--- src/rtl/corebus_pkg.sv ---
//====================
// corebus request types, widths and command helpers
//====================
`default_nettype none

package corebus_pkg;

  // bus widths
  localparam int ADDR_WIDTH = 16;
  localparam int DATA_WIDTH = 32;
  localparam int ID_WIDTH   = 4;
  localparam int LEN_WIDTH  = 3;  // 0 means one beat, 7 means eight
  localparam int BE_WIDTH   = DATA_WIDTH / 8;

  // command kinds, only writes carry data
  typedef enum logic [1:0] {
    CMD_READ    = 2'd0,
    CMD_WRITE   = 2'd1,
    CMD_MESSAGE = 2'd2
  } corebus_cmd_e;

  typedef struct packed {
    corebus_cmd_e          cmd;
    logic [ID_WIDTH-1:0]   id;
    logic [ADDR_WIDTH-1:0] addr;
    logic [LEN_WIDTH-1:0]  len;
  } corebus_cmd_t;  // 25 bits

  typedef struct packed {
    logic [DATA_WIDTH-1:0] data;
    logic [BE_WIDTH-1:0]   byte_en;
    logic                  last;   // final beat of the burst
  } corebus_data_t;  // 37 bits

  // request info on the status port, same layout as a command
  typedef corebus_cmd_t corebus_info_t;

  function automatic logic cmd_has_data(input corebus_cmd_e cmd);
    return cmd == CMD_WRITE;
  endfunction

endpackage

`default_nettype wire

--- src/rtl/corebus_cmd_data_aligner.sv ---
//====================
// command/data aligner with request fifos
// and held request info
//====================
`timescale 1ns/1ps
`default_nettype none

module corebus_cmd_data_aligner #(
  parameter int FIFO_DEPTH    = 2,
  parameter bit RELAX_MODE    = 1,
  parameter bit WAIT_FOR_DATA = 0
)(
  input  var logic                       i_clk,
  input  var logic                       i_rst_n,
  input  var logic                       i_cmd_valid,
  input  var corebus_pkg::corebus_cmd_t  i_cmd,
  output logic                           o_cmd_accept,
  input  var logic                       i_data_valid,
  input  var corebus_pkg::corebus_data_t i_data,
  output logic                           o_data_accept,
  output logic                           o_cmd_valid,
  output corebus_pkg::corebus_cmd_t      o_cmd,
  input  var logic                       i_cmd_accept,
  output logic                           o_data_valid,
  output corebus_pkg::corebus_data_t     o_data,
  input  var logic                       i_data_accept,
  output corebus_pkg::corebus_info_t     o_info,
  output logic                           o_cmd_done,
  output logic                           o_data_done
);
  import corebus_pkg::*;

  typedef enum logic [1:0] {
    IDLE,
    ACTIVE,
    DONE
  } state_e;

  logic          f_cmd_valid;
  corebus_cmd_t  f_cmd;
  logic          f_cmd_accept;
  logic          f_data_valid;
  corebus_data_t f_data;
  logic          f_data_accept;

  state_e        cmd_state;
  state_e        data_state;
  logic          write_cmd_valid;
  logic          write_cmd_ack;
  logic          last_ack;
  logic          cmd_done;
  logic          data_done;
  logic          cmd_ready;
  logic          data_ready;
  corebus_info_t info_q;

  corebus_fifo #(
    .DEPTH  (FIFO_DEPTH),
    .ITEM_T (corebus_cmd_t)
  ) u_cmd_fifo (
    .i_clk        (i_clk),
    .i_rst_n      (i_rst_n),
    .i_in_valid   (i_cmd_valid),
    .i_in_item    (i_cmd),
    .o_in_accept  (o_cmd_accept),
    .o_out_valid  (f_cmd_valid),
    .o_out_item   (f_cmd),
    .i_out_accept (f_cmd_accept)
  );

  corebus_fifo #(
    .DEPTH  (FIFO_DEPTH),
    .ITEM_T (corebus_data_t)
  ) u_data_fifo (
    .i_clk        (i_clk),
    .i_rst_n      (i_rst_n),
    .i_in_valid   (i_data_valid),
    .i_in_item    (i_data),
    .o_in_accept  (o_data_accept),
    .o_out_valid  (f_data_valid),
    .o_out_item   (f_data),
    .i_out_accept (f_data_accept)
  );

  // handshake events seen at the master port
  assign write_cmd_valid = f_cmd_valid && cmd_has_data(f_cmd.cmd);
  assign write_cmd_ack   = write_cmd_valid && cmd_ready && i_cmd_accept;
  assign last_ack        = f_data_valid && data_ready && i_data_accept && f_data.last;
  assign cmd_done        = (cmd_state == DONE) || write_cmd_ack;
  assign data_done       = (data_state == DONE) || last_ack;

  always_ff @(posedge i_clk, negedge i_rst_n) begin
    if (!i_rst_n) begin
      cmd_state <= IDLE;
    end else begin
      case (cmd_state)
        IDLE:    if (cmd_done && !data_done) cmd_state <= DONE;  // write out, burst open
        DONE:    if (data_done) cmd_state <= IDLE;
        default: cmd_state <= IDLE;
      endcase
    end
  end

  always_ff @(posedge i_clk, negedge i_rst_n) begin
    if (!i_rst_n) begin
      data_state <= IDLE;
    end else begin
      case (data_state)
        IDLE: begin
          if (cmd_done) begin
            if (!data_done) data_state <= ACTIVE;
          end else if (RELAX_MODE && write_cmd_valid) begin
            // command presented but not yet taken
            if (data_done) begin
              data_state <= DONE;
            end else if (!WAIT_FOR_DATA || f_data_valid) begin
              data_state <= ACTIVE;
            end
          end
        end
        ACTIVE: begin
          if (data_done) data_state <= (!RELAX_MODE || cmd_done) ? IDLE : DONE;
        end
        DONE:    if (cmd_done) data_state <= IDLE;
        default: data_state <= IDLE;
      endcase
    end
  end

  // accept gating toward the master port
  always_comb begin
    if (cmd_state == IDLE) begin
      cmd_ready = !WAIT_FOR_DATA || !cmd_has_data(f_cmd.cmd) || f_data_valid ||
                  (data_state != IDLE);
    end else begin
      cmd_ready = 1'b0;  // hold commands until the burst completes
    end
    case (data_state)
      IDLE:    data_ready = RELAX_MODE && write_cmd_valid;  // strict waits for ACTIVE
      ACTIVE:  data_ready = 1'b1;
      default: data_ready = 1'b0;
    endcase
  end

  assign o_cmd_valid   = cmd_ready && f_cmd_valid;
  assign f_cmd_accept  = cmd_ready && i_cmd_accept;
  assign o_cmd         = f_cmd;
  assign o_data_valid  = data_ready && f_data_valid;
  assign f_data_accept = data_ready && i_data_accept;
  assign o_data        = f_data;

  // held copy of the write in progress
  always_ff @(posedge i_clk) begin
    if (write_cmd_ack) info_q <= f_cmd;
  end

  assign o_info      = (cmd_state == IDLE) ? f_cmd : info_q;
  assign o_cmd_done  = cmd_state == DONE;
  assign o_data_done = data_state == DONE;

endmodule

`default_nettype wire

--- src/rtl/corebus_fifo.sv ---
//====================
// synchronous fifo for a packed payload
//====================
`timescale 1ns/1ps
`default_nettype none

module corebus_fifo #(
  parameter int  DEPTH  = 2,
  parameter type ITEM_T = logic
)(
  input  var logic  i_clk,
  input  var logic  i_rst_n,
  input  var logic  i_in_valid,
  input  var ITEM_T i_in_item,
  output logic      o_in_accept,
  output logic      o_out_valid,
  output ITEM_T     o_out_item,
  input  var logic  i_out_accept
);
  localparam int PTR_W = (DEPTH > 1) ? $clog2(DEPTH) : 1;
  localparam int CNT_W = $clog2(DEPTH + 1);
  localparam logic [PTR_W-1:0] LAST_PTR = PTR_W'(DEPTH - 1);
  localparam logic [CNT_W-1:0] FULL_CNT = CNT_W'(DEPTH);

  ITEM_T            mem [DEPTH];
  logic [PTR_W-1:0] wr_ptr;
  logic [PTR_W-1:0] rd_ptr;
  logic [CNT_W-1:0] count;
  logic             push;
  logic             pop;

  function automatic logic [PTR_W-1:0] next_ptr(input logic [PTR_W-1:0] ptr);
    return (ptr == LAST_PTR) ? '0 : ptr + 1'b1;  // wrap at DEPTH
  endfunction

  assign o_in_accept = count < FULL_CNT;
  assign o_out_valid = count != '0;
  assign o_out_item  = mem[rd_ptr];

  assign push = i_in_valid && o_in_accept;
  assign pop  = o_out_valid && i_out_accept;

  always_ff @(posedge i_clk, negedge i_rst_n) begin
    if (!i_rst_n) begin
      wr_ptr <= '0;
      rd_ptr <= '0;
      count  <= '0;
    end else begin
      if (push) wr_ptr <= next_ptr(wr_ptr);
      if (pop) rd_ptr <= next_ptr(rd_ptr);
      case ({push, pop})
        2'b10:   count <= count + 1'b1;
        2'b01:   count <= count - 1'b1;
        default: count <= count;  // both or neither
      endcase
    end
  end

  // storage
  always_ff @(posedge i_clk) begin
    if (push) mem[wr_ptr] <= i_in_item;
  end

endmodule

`default_nettype wire

--- src/rtl/corebus_request_aligner_top.sv ---
//====================
// request aligner top level
//====================
`timescale 1ns/1ps
`default_nettype none

module corebus_request_aligner_top #(
  parameter int FIFO_DEPTH    = 2,
  parameter bit RELAX_MODE    = 1,
  parameter bit WAIT_FOR_DATA = 0
)(
  input  var logic                       i_clk,
  input  var logic                       i_rst_n,
  // slave port
  input  var logic                       i_cmd_valid,
  input  var corebus_pkg::corebus_cmd_t  i_cmd,
  output logic                           o_cmd_accept,
  input  var logic                       i_data_valid,
  input  var corebus_pkg::corebus_data_t i_data,
  output logic                           o_data_accept,
  // master port
  output logic                           o_cmd_valid,
  output corebus_pkg::corebus_cmd_t      o_cmd,
  input  var logic                       i_cmd_accept,
  output logic                           o_data_valid,
  output corebus_pkg::corebus_data_t     o_data,
  input  var logic                       i_data_accept,
  // status
  output corebus_pkg::corebus_info_t     o_info,
  output logic                           o_cmd_done,
  output logic                           o_data_done
);

  corebus_cmd_data_aligner #(
    .FIFO_DEPTH    (FIFO_DEPTH),
    .RELAX_MODE    (RELAX_MODE),
    .WAIT_FOR_DATA (WAIT_FOR_DATA)
  ) u_aligner (
    .i_clk         (i_clk),
    .i_rst_n       (i_rst_n),
    .i_cmd_valid   (i_cmd_valid),
    .i_cmd         (i_cmd),
    .o_cmd_accept  (o_cmd_accept),
    .i_data_valid  (i_data_valid),
    .i_data        (i_data),
    .o_data_accept (o_data_accept),
    .o_cmd_valid   (o_cmd_valid),
    .o_cmd         (o_cmd),
    .i_cmd_accept  (i_cmd_accept),
    .o_data_valid  (o_data_valid),
    .o_data        (o_data),
    .i_data_accept (i_data_accept),
    .o_info        (o_info),
    .o_cmd_done    (o_cmd_done),
    .o_data_done   (o_data_done)
  );

endmodule

`default_nettype wire

--- config.mk ---
export PLATFORM = sky130hd
export DESIGN_NAME = corebus_request_aligner_top
export DESIGN_NICKNAME = d
export VERILOG_FILES = /design/src/rtl/corebus_pkg.sv /design/src/rtl/corebus_cmd_data_aligner.sv /design/src/rtl/corebus_fifo.sv /design/src/rtl/corebus_request_aligner_top.sv
export SDC_FILE = /design/constraint.sdc
export NUM_CORES = 1
export LEC_CHECK = 0
export ABC_CLOCK_PERIOD_IN_PS = 4800
export BUFFER_PORTS_ARGS = -buffer_cell sky130_fd_sc_hd__buf_2
export CAP_MARGIN = 20
export CORE_MARGIN = 2
export CORE_UTILIZATION = 59
export CTS_BUF_LIST = sky130_fd_sc_hd__clkbuf_4 sky130_fd_sc_hd__clkbuf_8
export CTS_CLUSTER_SIZE = 24
export DETAILED_ROUTE_END_ITERATION = 6
export PLACE_DENSITY_LB_ADDON = 0.25
export SYNTH_ARGS = -nofsm -noshare
export SYNTH_HDL_FRONTEND = slang
export SYNTH_SLANG_ARGS = --single-unit
--- constraint.sdc ---
create_clock -name i_clk -period 4.8 [get_ports i_clk]
set_input_delay 0.72 -clock i_clk [delete_from_list [all_inputs] [get_ports i_clk]]
set_output_delay 0.72 -clock i_clk [all_outputs]
set_load 0.01 [all_outputs]
Yosys cells after proc, flatten, opt, wreduce, memory -nomap -nowiden
Memory sizes are Yosys's and may differ from the RTL's.
Index checks and enable logic that the tools add are counted.
{ "word_totals": {"output_inout_bits": 93, "ram_bits": 124, "mem_count": 2, "latch_bits": 0, "regBits": 37, "romBits": 0, "inputBits": 68} }
{ "mem_list": {"columns": ["name", "depth", "word_bits", "read_ports", "rd_clocked_by_memory_dff", "wr", "line_no", "source"], "rows": [
  ["u_aligner.u_data_fifo.mem", 2, 37, 1, 0, 1, "corebus_fifo.sv:25", "ITEM_T mem [DEPTH];"],
  ["u_aligner.u_cmd_fifo.mem", 2, 25, 1, 0, 1, "corebus_fifo.sv:25", null]
]} }
{ "op_classes": {"bitwise_logic": 0, "eq_ne": 14, "n_lt_le_gt_ge": 2, "shift": 0, "div": 0, "mul": 0, "reduce_logical": 25, "mux": 24, "addsub": 8} }
{ "ops": {"columns": ["operator", "count"], "rows": [
  ["two-way mux 25 bit", 1],
  ["two-way mux 2 bit", 9],
  ["logical AND 1 bit", 14],
  ["one-hot mux 2 bit (2 select lines)", 3],
  ["two-way mux 1 bit", 9],
  ["== test 2 x 1 -> 1 bit (second input constant)", 4],
  ["== test 2 bit (second input constant)", 4],
  ["inequality test 2 x 1 -> 1 bit (second input constant)", 4],
  ["nonzero test 2 bit", 4],
  ["one-hot mux 2 bit (3 select lines)", 1],
  ["adder 1 bit (second input constant)", 4],
  ["adder 2 x 1 -> 2 bit (second input constant)", 2],
  ["logical NOT 2 bit", 2],
  ["< comparator 2 bit (second input constant)", 2],
  ["AND reduction 4 bit", 1],
  ["subtractor 2 x 1 -> 2 bit (second input constant)", 2],
  ["inequality test 3 x 1 -> 1 bit (second input constant)", 1],
  ["inequality test 3 bit (second input constant)", 1],
  ["logical OR 1 bit", 2],
  ["one-hot mux 1 bit (2 select lines)", 1],
  ["AND reduction 2 bit", 1],
  ["logical NOT 1 bit", 1]
]} }

Depth between registers and ports, before layout
Gate-level depths: netlist of run 1.
An unclocked memory read counts as a cell.
{ "depth": {"word_depth": 12, "ltp_mapped": 9, "mapped_depth_nobuf": 8} }

By module
A second synthesis of run 1 with hierarchy kept.
{ "unflattened": {"cells_unflattened": 300, "area_unflattened_um2": 6343.6} }
{ "by_module_without_submodules": {"columns": ["module", "area_each_um2", "instances", "seq_area_each_um2", "cells_each"], "rows": [
  ["corebus_fifo (u_aligner.u_data_fifo)", 2945.3, 1, 2322.2, 132],
  ["corebus_fifo (u_aligner.u_cmd_fifo)", 2100.8, 1, 1601.5, 95],
  ["corebus_cmd_data_aligner", 1297.5, 1, 825.8, 73]
]} }

Worst setup path before layout of run 1
Ideal clock, no wire load.
{ "synth_timing": {"path_type": "input port to flip-flop", "from": "in i_data_valid", "to": "mem u_aligner.u_data_fifo.mem[0][0] (netlist name), enable pin", "setup_slack_ns": 1.991, "path_stages": 2, "t_required_ns": 4.369, "arrival_ns": 2.378, "cell_sequence": "nand2_1 -> nor2_1"} }
{ "synth_between": {"elab_chain_cells": 3} }
{ "synth_lines": {"columns": ["element", "line_no", "source"], "rows": [
  ["from (decl)", "corebus_request_aligner_top.sv:18", "input var logic i_data_valid,"],
  ["logical AND 1 bit", "corebus_fifo.sv:40", "assign push = i_in_valid && o_in_accept;"],
  ["two-way mux 1 bit", "corebus_fifo.sv:61", "if (push) mem[wr_ptr] <= i_in_item;"],
  ["two-way mux 1 bit (not written as such)", "corebus_fifo.sv:61", null],
  ["to (decl)", "corebus_fifo.sv:25", null]
]} }
No other way between the ends.

==> summary.txt, run 1 <==
Outcome
  – Status: finished, final reports clean

Timing
  – Max_slew headroom: 0.293
  – Sum of negative setup slack: 0 ns
  – Final Slew Violations: 0
  – Tmin final: 2.75 ns
  – Worst-margin pin slew: 1.06 ns
  – Hold Slack: 0.154 ns
  – Final Cycle Share: 0.572
  – Max Fclk: 364 MHz
  – Hold Vio Cnt, Final: 0
  – Clock Skew: 0.00701 ns
  – RSZ-0062 raised after global routing: false
  – Count of final setup violators: 0

Worst setup path
  – Crit end category: primary output
  – CP required: 4.08 ns
  – Crit path arrival time: 2.03 ns
  – Reg2reg path depth: 4
  – CP Launch Type: flop
  – Worst-path maximum fanout: 28
  – Worst setup path category: flop to primary output

Placement
  – DP Wirelength: 7420 um
  – I/O Buffers: 160
  – GPL Wtd Cong: 0.799

Yosys
  – Count leader, synth: edfxtp_1
  – Mapped cell area: 6130 sq um
  – Commonest cells post-synth: edfxtp_1, mux2_2, dfrtp_1
  – Syn Area/Cell: 20.0 sq um
  – Synth Area in Simple Gates: 0.0169
  – Post-synth ARST share: 0.0688
  – Top cells by area, synth: edfxtp_1, mux2_2, dfrtp_1, xnor2_1, buf_2
  – Fraction of synthesized cell area in xor and xnor cells: 0.0143
  – Synth cell types: 24
  – Gate Count Post-Synth: 307
  – Main combinational cell family by area after synthesis: multiplexers
  – Post-synth top area share: 0.730
  – Syn nets: 377
  – Synth area leader: edfxtp_1
  – Sequential fraction of the synthesis area: 0.775
  – Post-synthesis mux area share: 0.161
  – Post-synthesis adder-cell area fraction: 0.00408
  – Ys Warns: 0
  – EDFF count, synth: 149
  – Compound-Gate Fraction of Synth Area: 0.0131
  – Post-synthesis register bit count: 160
  – Primary FF master, synth: edfxtp_1

Clock network
  – Post-cts sizing count: 0
  – Sink Count: 160
  – Hold_buf cts: 0
  – Maximum clock path buffer count: 2
  – Setup bufs post-CTS: 0
  – CTS tree: yes
  – CTS Buf Count: 17
  – Reg clk slew, reported paths: 0.08 ns
  – Clock Latency Late Sink: 0.43 ns
  – CTS H-tree depth: 4
  – Root Buffer: clkbuf_8

Global route
  – Gr ovfl total: 0
  – Vias in the first global route: 3293
  – First-pass GRT wire length: 16400 um
  – All-Layer GR Usage: 0.196
  – Largest net degree at the start of global routing: 38
  – Initial antenna violation count: 0

Power and ir drop
  – Max VDD drop: 0.305 mV
  – Leak pwr: 2.85 nW
  – Pwr per Cell Area: 596 nW/um^2

Route
  – Drt first pass iters: 4
  – Iter 0 DRT Violations: 164
  – Vias per Instance: 5.20
  – Routed Antenna Nets: 0
  – Vias: 3284
  – Drt drc: 0
  – WL/cell: 17.5 um
  – Routed WL: 11000 um

Layout
  – Area grow syn2layout: 22.1%
  – Multi-input logic area: 1300 sq um
  – Nets: 553
  – Total area of sequential cells: 4750 sq um
  – Diode count: 0
  – Filler cell count: 624
  – Share of layout cells above drive strength 1: 0.578

Floorplan
  – Initial Util: 0.602
  – Rows: 37
  – DIE AREA: 11200 sq um
  – Die span in y: 106 um
  – I/O pins: 161
  – Die X: 106 um
  – Core ar.: 10200 sq um

Run
  – Max_cap viols: 0

Min path
  – Min-delay worst type: primary input to async pin
[final cells by class]
type,count,area share
inverter,6,0.00301
clock inverter,13,0.0196
tap,136,0.0227
multi-input combinational,131,0.173
clock buffer,18,0.0323
sequential,160,0.634
timing repair buffer,167,0.115
[path summary, 6_finish.rpt]
kind                       slack, ns                          from                        endpoint
min reg2reg                     0.51       u_aligner.data_state[1]         u_aligner.data_state[0]
max                             2.05  u_aligner.u_data_fifo.rd_ptr                      o_data[31]
min                             0.15                       i_rst_n     u_aligner.u_cmd_fifo.wr_ptr
max in group asynchronous       4.42                       i_rst_n    u_aligner.u_data_fifo.rd_ptr
min in group i_clk              0.47                      i_cmd[5]  u_aligner.u_cmd_fifo.mem[0][5]
max reg2reg                     2.57        u_aligner.cmd_state[1]            u_aligner.info_q[20]
[report_power, final]
| group | internal, mW | switching, mW | leakage [nW] |
|---|---|---|---|
| sequential | 1.85 | 0.112 | 1.49 |
| combinational | 0.728 | 0.816 | 1.17 |
| clock | 0.508 | 0.450 | 0.188 |
| total | 3.09 | 1.38 | 2.85 |
[metrics by stage]
stage                     std cells  cell area [sq um]   util  power, mW  setup slack [ns]
after global placement          599               7080  0.696       3.50              2.33
after floorplan                 307               6130      -       3.01              1.99
after detailed placement        600               7100  0.697       3.55              2.51
after global routing            631               7490  0.735       4.67              1.96
after CTS                       631               7490  0.735       4.51              2.02
final                           631               7490  0.735       4.46              2.05
[layout by cell type (no fill, tap or decap), drive strengths merged, types with 4 or more instances in the layout]
cell type    n
nand2        4
clkbuf      18
and3         4
inv          6
dfrtp       11
edfxtp     149
nand2b       4
nor2         7
buf        167
xnor2       10
mux2        87
clkinv       7
[critical path: stages, from the launching register on]
cell	delay [ns]
dfrtp_1	0.62
buf_4	0.42
mux2_2	0.40
buf_2	0.14
[cell families after synthesis]
logic type / after synthesis
flip-flops: 160
multiplexers: 88
AND/OR/NAND/NOR: 21
buffers and inverters: 16
AO/OA/AOI/OAI: 10
XOR/XNOR: 10
adder cells (fa/ha/maj): 2
[flip-flops by register name, indices dropped and copies added, names as in the netlist]
name and flops:
u_aligner.u_cmd_fifo.mem 50, u_aligner.u_data_fifo.rd_ptr 1, u_aligner.u_cmd_fifo.wr_ptr 1, u_aligner.data_state 2, u_aligner.info_q 25, u_aligner.u_cmd_fifo.rd_ptr 1
u_aligner.u_data_fifo.wr_ptr 1, u_aligner.u_data_fifo.count 2, u_aligner.cmd_state 1, u_aligner.u_cmd_fifo.count 2, u_aligner.u_data_fifo.mem 74
[layer usage]
metal / up-vias / wire, um / track usage
li1: 1549 / - / -
met1: 1593 / 4730 / 0.249
met2: 128 / 5410 / 0.319
met3: 14 / 737 / 0.0582
met4: 0 / 161 / 0.0818
met5: - / 0 / 0
Note: power is estimated with default switching activity, not from simulation.
==> run 2, diff against run 1 <==
ABC_AREA = 1   (was not set)
ABC_CLOCK_PERIOD_IN_PS = 2600   (was 4800)
CORE_UTILIZATION = 55   (was 59)
clock period = 2.6 ns   (was 4.8 ns; I/O delays follow)
==> run 2 against run 1 <==
Clock power up 74%. Total power up 92%. Hold slack lost 0.0096 ns. Sequential share of layout area is 0.43 points lower. Global-route usage increased by 1.7 points. Synthesized area increased by 0.90%. Count of clock-buffer cells in the layout up 3. Sequential cell count is the same. Critical path type unchanged. Largest power group unchanged. Highest routed layer is now met5.
==> summary.txt, run 2 <==
Power and ir drop
  – Pwr per Cell Area: 1140 nW/um^2
  – Internal power: 5.43 mW
  – Clock power share: 0.195
  – Max VDD drop: 0.715 mV
  – Sw Share: 0.367
  – Pwr Total: 8.57 mW
  – Leak pwr: 3.25 nW
  – Reg power frac: 0.421
  – Comb power frac: 0.384
  – NetSw: 3.14 mW

Route
  – Drt first pass iters: 5
  – Vias per Instance: 5.10
  – Vias: 4088
  – Routed Antenna Nets: 0
  – WL/cell: 15.7 um
  – Routed WL: 12600 um
  – Drt drc: 0
  – Iter 0 DRT Violations: 302

Timing
  – Final Cycle Share: 0.874
  – Count of final setup violators: 0
  – Clock Skew: 0.00568 ns
  – Max_slew headroom: 0.667
  – Final Slew Violations: 0
  – Tmin final: 2.27 ns
  – Max Fclk: 440 MHz
  – Worst-margin pin slew: 0.500 ns
  – RSZ-0062 raised after global routing: false
  – Hold Vio Cnt, Final: 0

Layout
  – Largest register FFs: 74
  – Biggest register: u_aligner.u_data_fifo.mem
  – Final std cells w/o fill: 802
  – Share of layout cells above drive strength 1: 0.326
  – Diode count: 0
  – Area grow syn2layout: 21.8%
  – Nets: 719
  – Commonest non-fill, non-tap cell in the layout: nand2_1
  – Filler cell count: 790
  – Most frequent cells in the layout: nand2_1, buf_2, edfxtp_1
  – Biggest regs: u_aligner.u_data_fifo.mem (74), u_aligner.u_cmd_fifo.mem (50), u_aligner.info_q (25)

Clock network
  – Maximum clock path buffer count: 2
  – Sink Count: 160
  – CTS Buf Count: 17
  – Clock Latency Late Sink: 0.43 ns
  – CTS tree: yes
  – Reg clk slew, reported paths: 0.07 ns
  – Root Buffer: clkbuf_8
  – CTS H-tree depth: 4
  – Post-cts sizing count: 0

Global route
  – Initial antenna violation count: 1
  – First-pass GRT wire length: 18800 um
  – Largest net degree at the start of global routing: 50
  – All-Layer GR Usage: 0.213
  – Vias in the first global route: 4007
  – Gr ovfl total: 0

Floorplan
  – Core ar.: 10900 sq um
  – I/O pins: 161
  – DIE AREA: 12100 sq um
  – Initial Util: 0.568
  – Die span in y: 110 um
  – Die X: 110 um
  – Rows: 38

Worst setup path
  – Crit path arrival time: 1.88 ns
  – CP Launch Type: flop
  – Worst-path maximum fanout: 49
  – Crit end category: primary output
  – CP required: 2.21 ns
  – Worst setup path category: flop to primary output
  – R2R Setup Slk: 0.69 ns

Outcome
  – Status: finished, final reports clean

Yosys
  – Top cells by area, synth: edfxtp_1, nand2_1, dfrtp_1, a31oi_1, nor2_1
  – Sequential fraction of the synthesis area: 0.768
  – Synth cell types: 27
  – Gate Count Post-Synth: 477
  – Synth area leader: edfxtp_1
  – Count leader, synth: nand2_1
  – Primary FF master, synth: edfxtp_1
  – Post-synth ARST share: 0.0688
  – Mapped cell area: 6190 sq um
  – Post-synthesis register bit count: 160
  – EDFF count, synth: 149
  – Commonest cells post-synth: nand2_1, edfxtp_1, nor2_1
  – Ys Warns: 0
  – Syn Area/Cell: 13.0 sq um
  – Post-synth top area share: 0.723
  – Syn nets: 547

Min path
  – Min-delay worst type: primary input to flop

Placement
  – DP Wirelength: 8450 um
  – Inst Count DP: 769
  – GPL Wtd Cong: 0.777
  – I/O Buffers: 160

Run
  – Max_cap viols: 0
run 2: cell types whose count changed in the layout (fill, tap and decap cells not counted), sizes merged, moves of 5 or more:
cell / change
inv: +14
a31oi: +25
nand2: +192
mux2: -87
xor2: +6
nor2: +28
xnor2: -8
nand3: +5
run 2: worst paths after layout:
check / cells past startpoint / startpoint / end
worst max-delay path: 5 / u_aligner.cmd_state[1] / o_info[15]
worst min-delay path: 1 / i_data[10] / u_aligner.u_data_fifo.mem[0][10]
worst max register to register: 11 / u_aligner.u_cmd_fifo.rd_ptr / u_aligner.u_data_fifo.count[1]
worst min register to register: 1 / u_aligner.u_data_fifo.count[0] / u_aligner.u_data_fifo.count[0]
max in group asynchronous: 2 / i_rst_n / u_aligner.u_cmd_fifo.count[0]
min in group asynchronous: 2 / i_rst_n / u_aligner.data_state[1]
run 2: repair_timing:
| item | 4_1_cts | 5_1_grt |
|---|---|---|
| hold buffers | 1 | 0 |
| hold endpoints to repair | 11 | 0 |
| setup buffers | 0 | 0 |
run 2: final cells by class:
class                      count  area, sq um  share of cell area
clock buffer                  21          264              0.0350
clock inverter                11         96.3              0.0128
inverter                      20         80.1              0.0106
multi-input combinational    279         1290               0.171
sequential                   160         4750               0.630
tap                          140          175              0.0232
timing repair buffer         171          886               0.118
run 2: power groups by stage:
stage	sequential, mW	combinational, mW	clock (mW)
final	3.61	3.29	1.67
after CTS	3.61	3.33	1.71
after global placement	3.64	3.24	0
after detailed placement	3.66	3.31	0
after floorplan	3.62	2.05	0
after global routing	3.65	3.65	1.81
run 2: logic make-up (layout without fill, tap and decap cells):
family,Yosys count,in the layout,synth area share
XOR/XNOR,8,8,0.0113
AO/OA/AOI/OAI,32,32,0.0320
flip-flops,160,160,0.768
buffers and inverters,38,223,0.0275
adder cells (fa/ha/maj),2,2,0.00404
AND/OR/NAND/NOR,237,237,0.158
run 2: worst max-delay path, cell delays in order (launching register included):
cell and delay [ns]:
dfrtp_1 0.43, inv_2 0.08, buf_4 0.42, nor2_1 0.10, a31oi_1 0.24, buf_2 0.18
run 2: through the flow:
stage / area, sq um / setup slack (ns) / TNS, ns / utilization / hold slack [ns]
global placement: 7170 / 0.741 / 0 / 0.658 / 0.273
CTS: 7540 / 0.283 / 0 / 0.692 / 0.109
detailed placement: 7170 / 0.687 / 0 / 0.658 / 0.283
global route: 7540 / 0.188 / 0 / 0.692 / 0.109
finish: 7540 / 0.328 / 0 / 0.692 / 0.144
floorplan: 6190 / -0.0307 / -2.27 / - / 0.0944
run 2: per-layer routing:
metal | global-route usage | vias to the layer above | part of all wire
li1 | - | 1978 | -
met1 | 0.258 | 1956 | 0.40
met2 | 0.349 | 128 | 0.52
met3 | 0.0629 | 24 | 0.057
met4 | 0.108 | 2 | 0.022
met5 | 0 | - | 0.00056
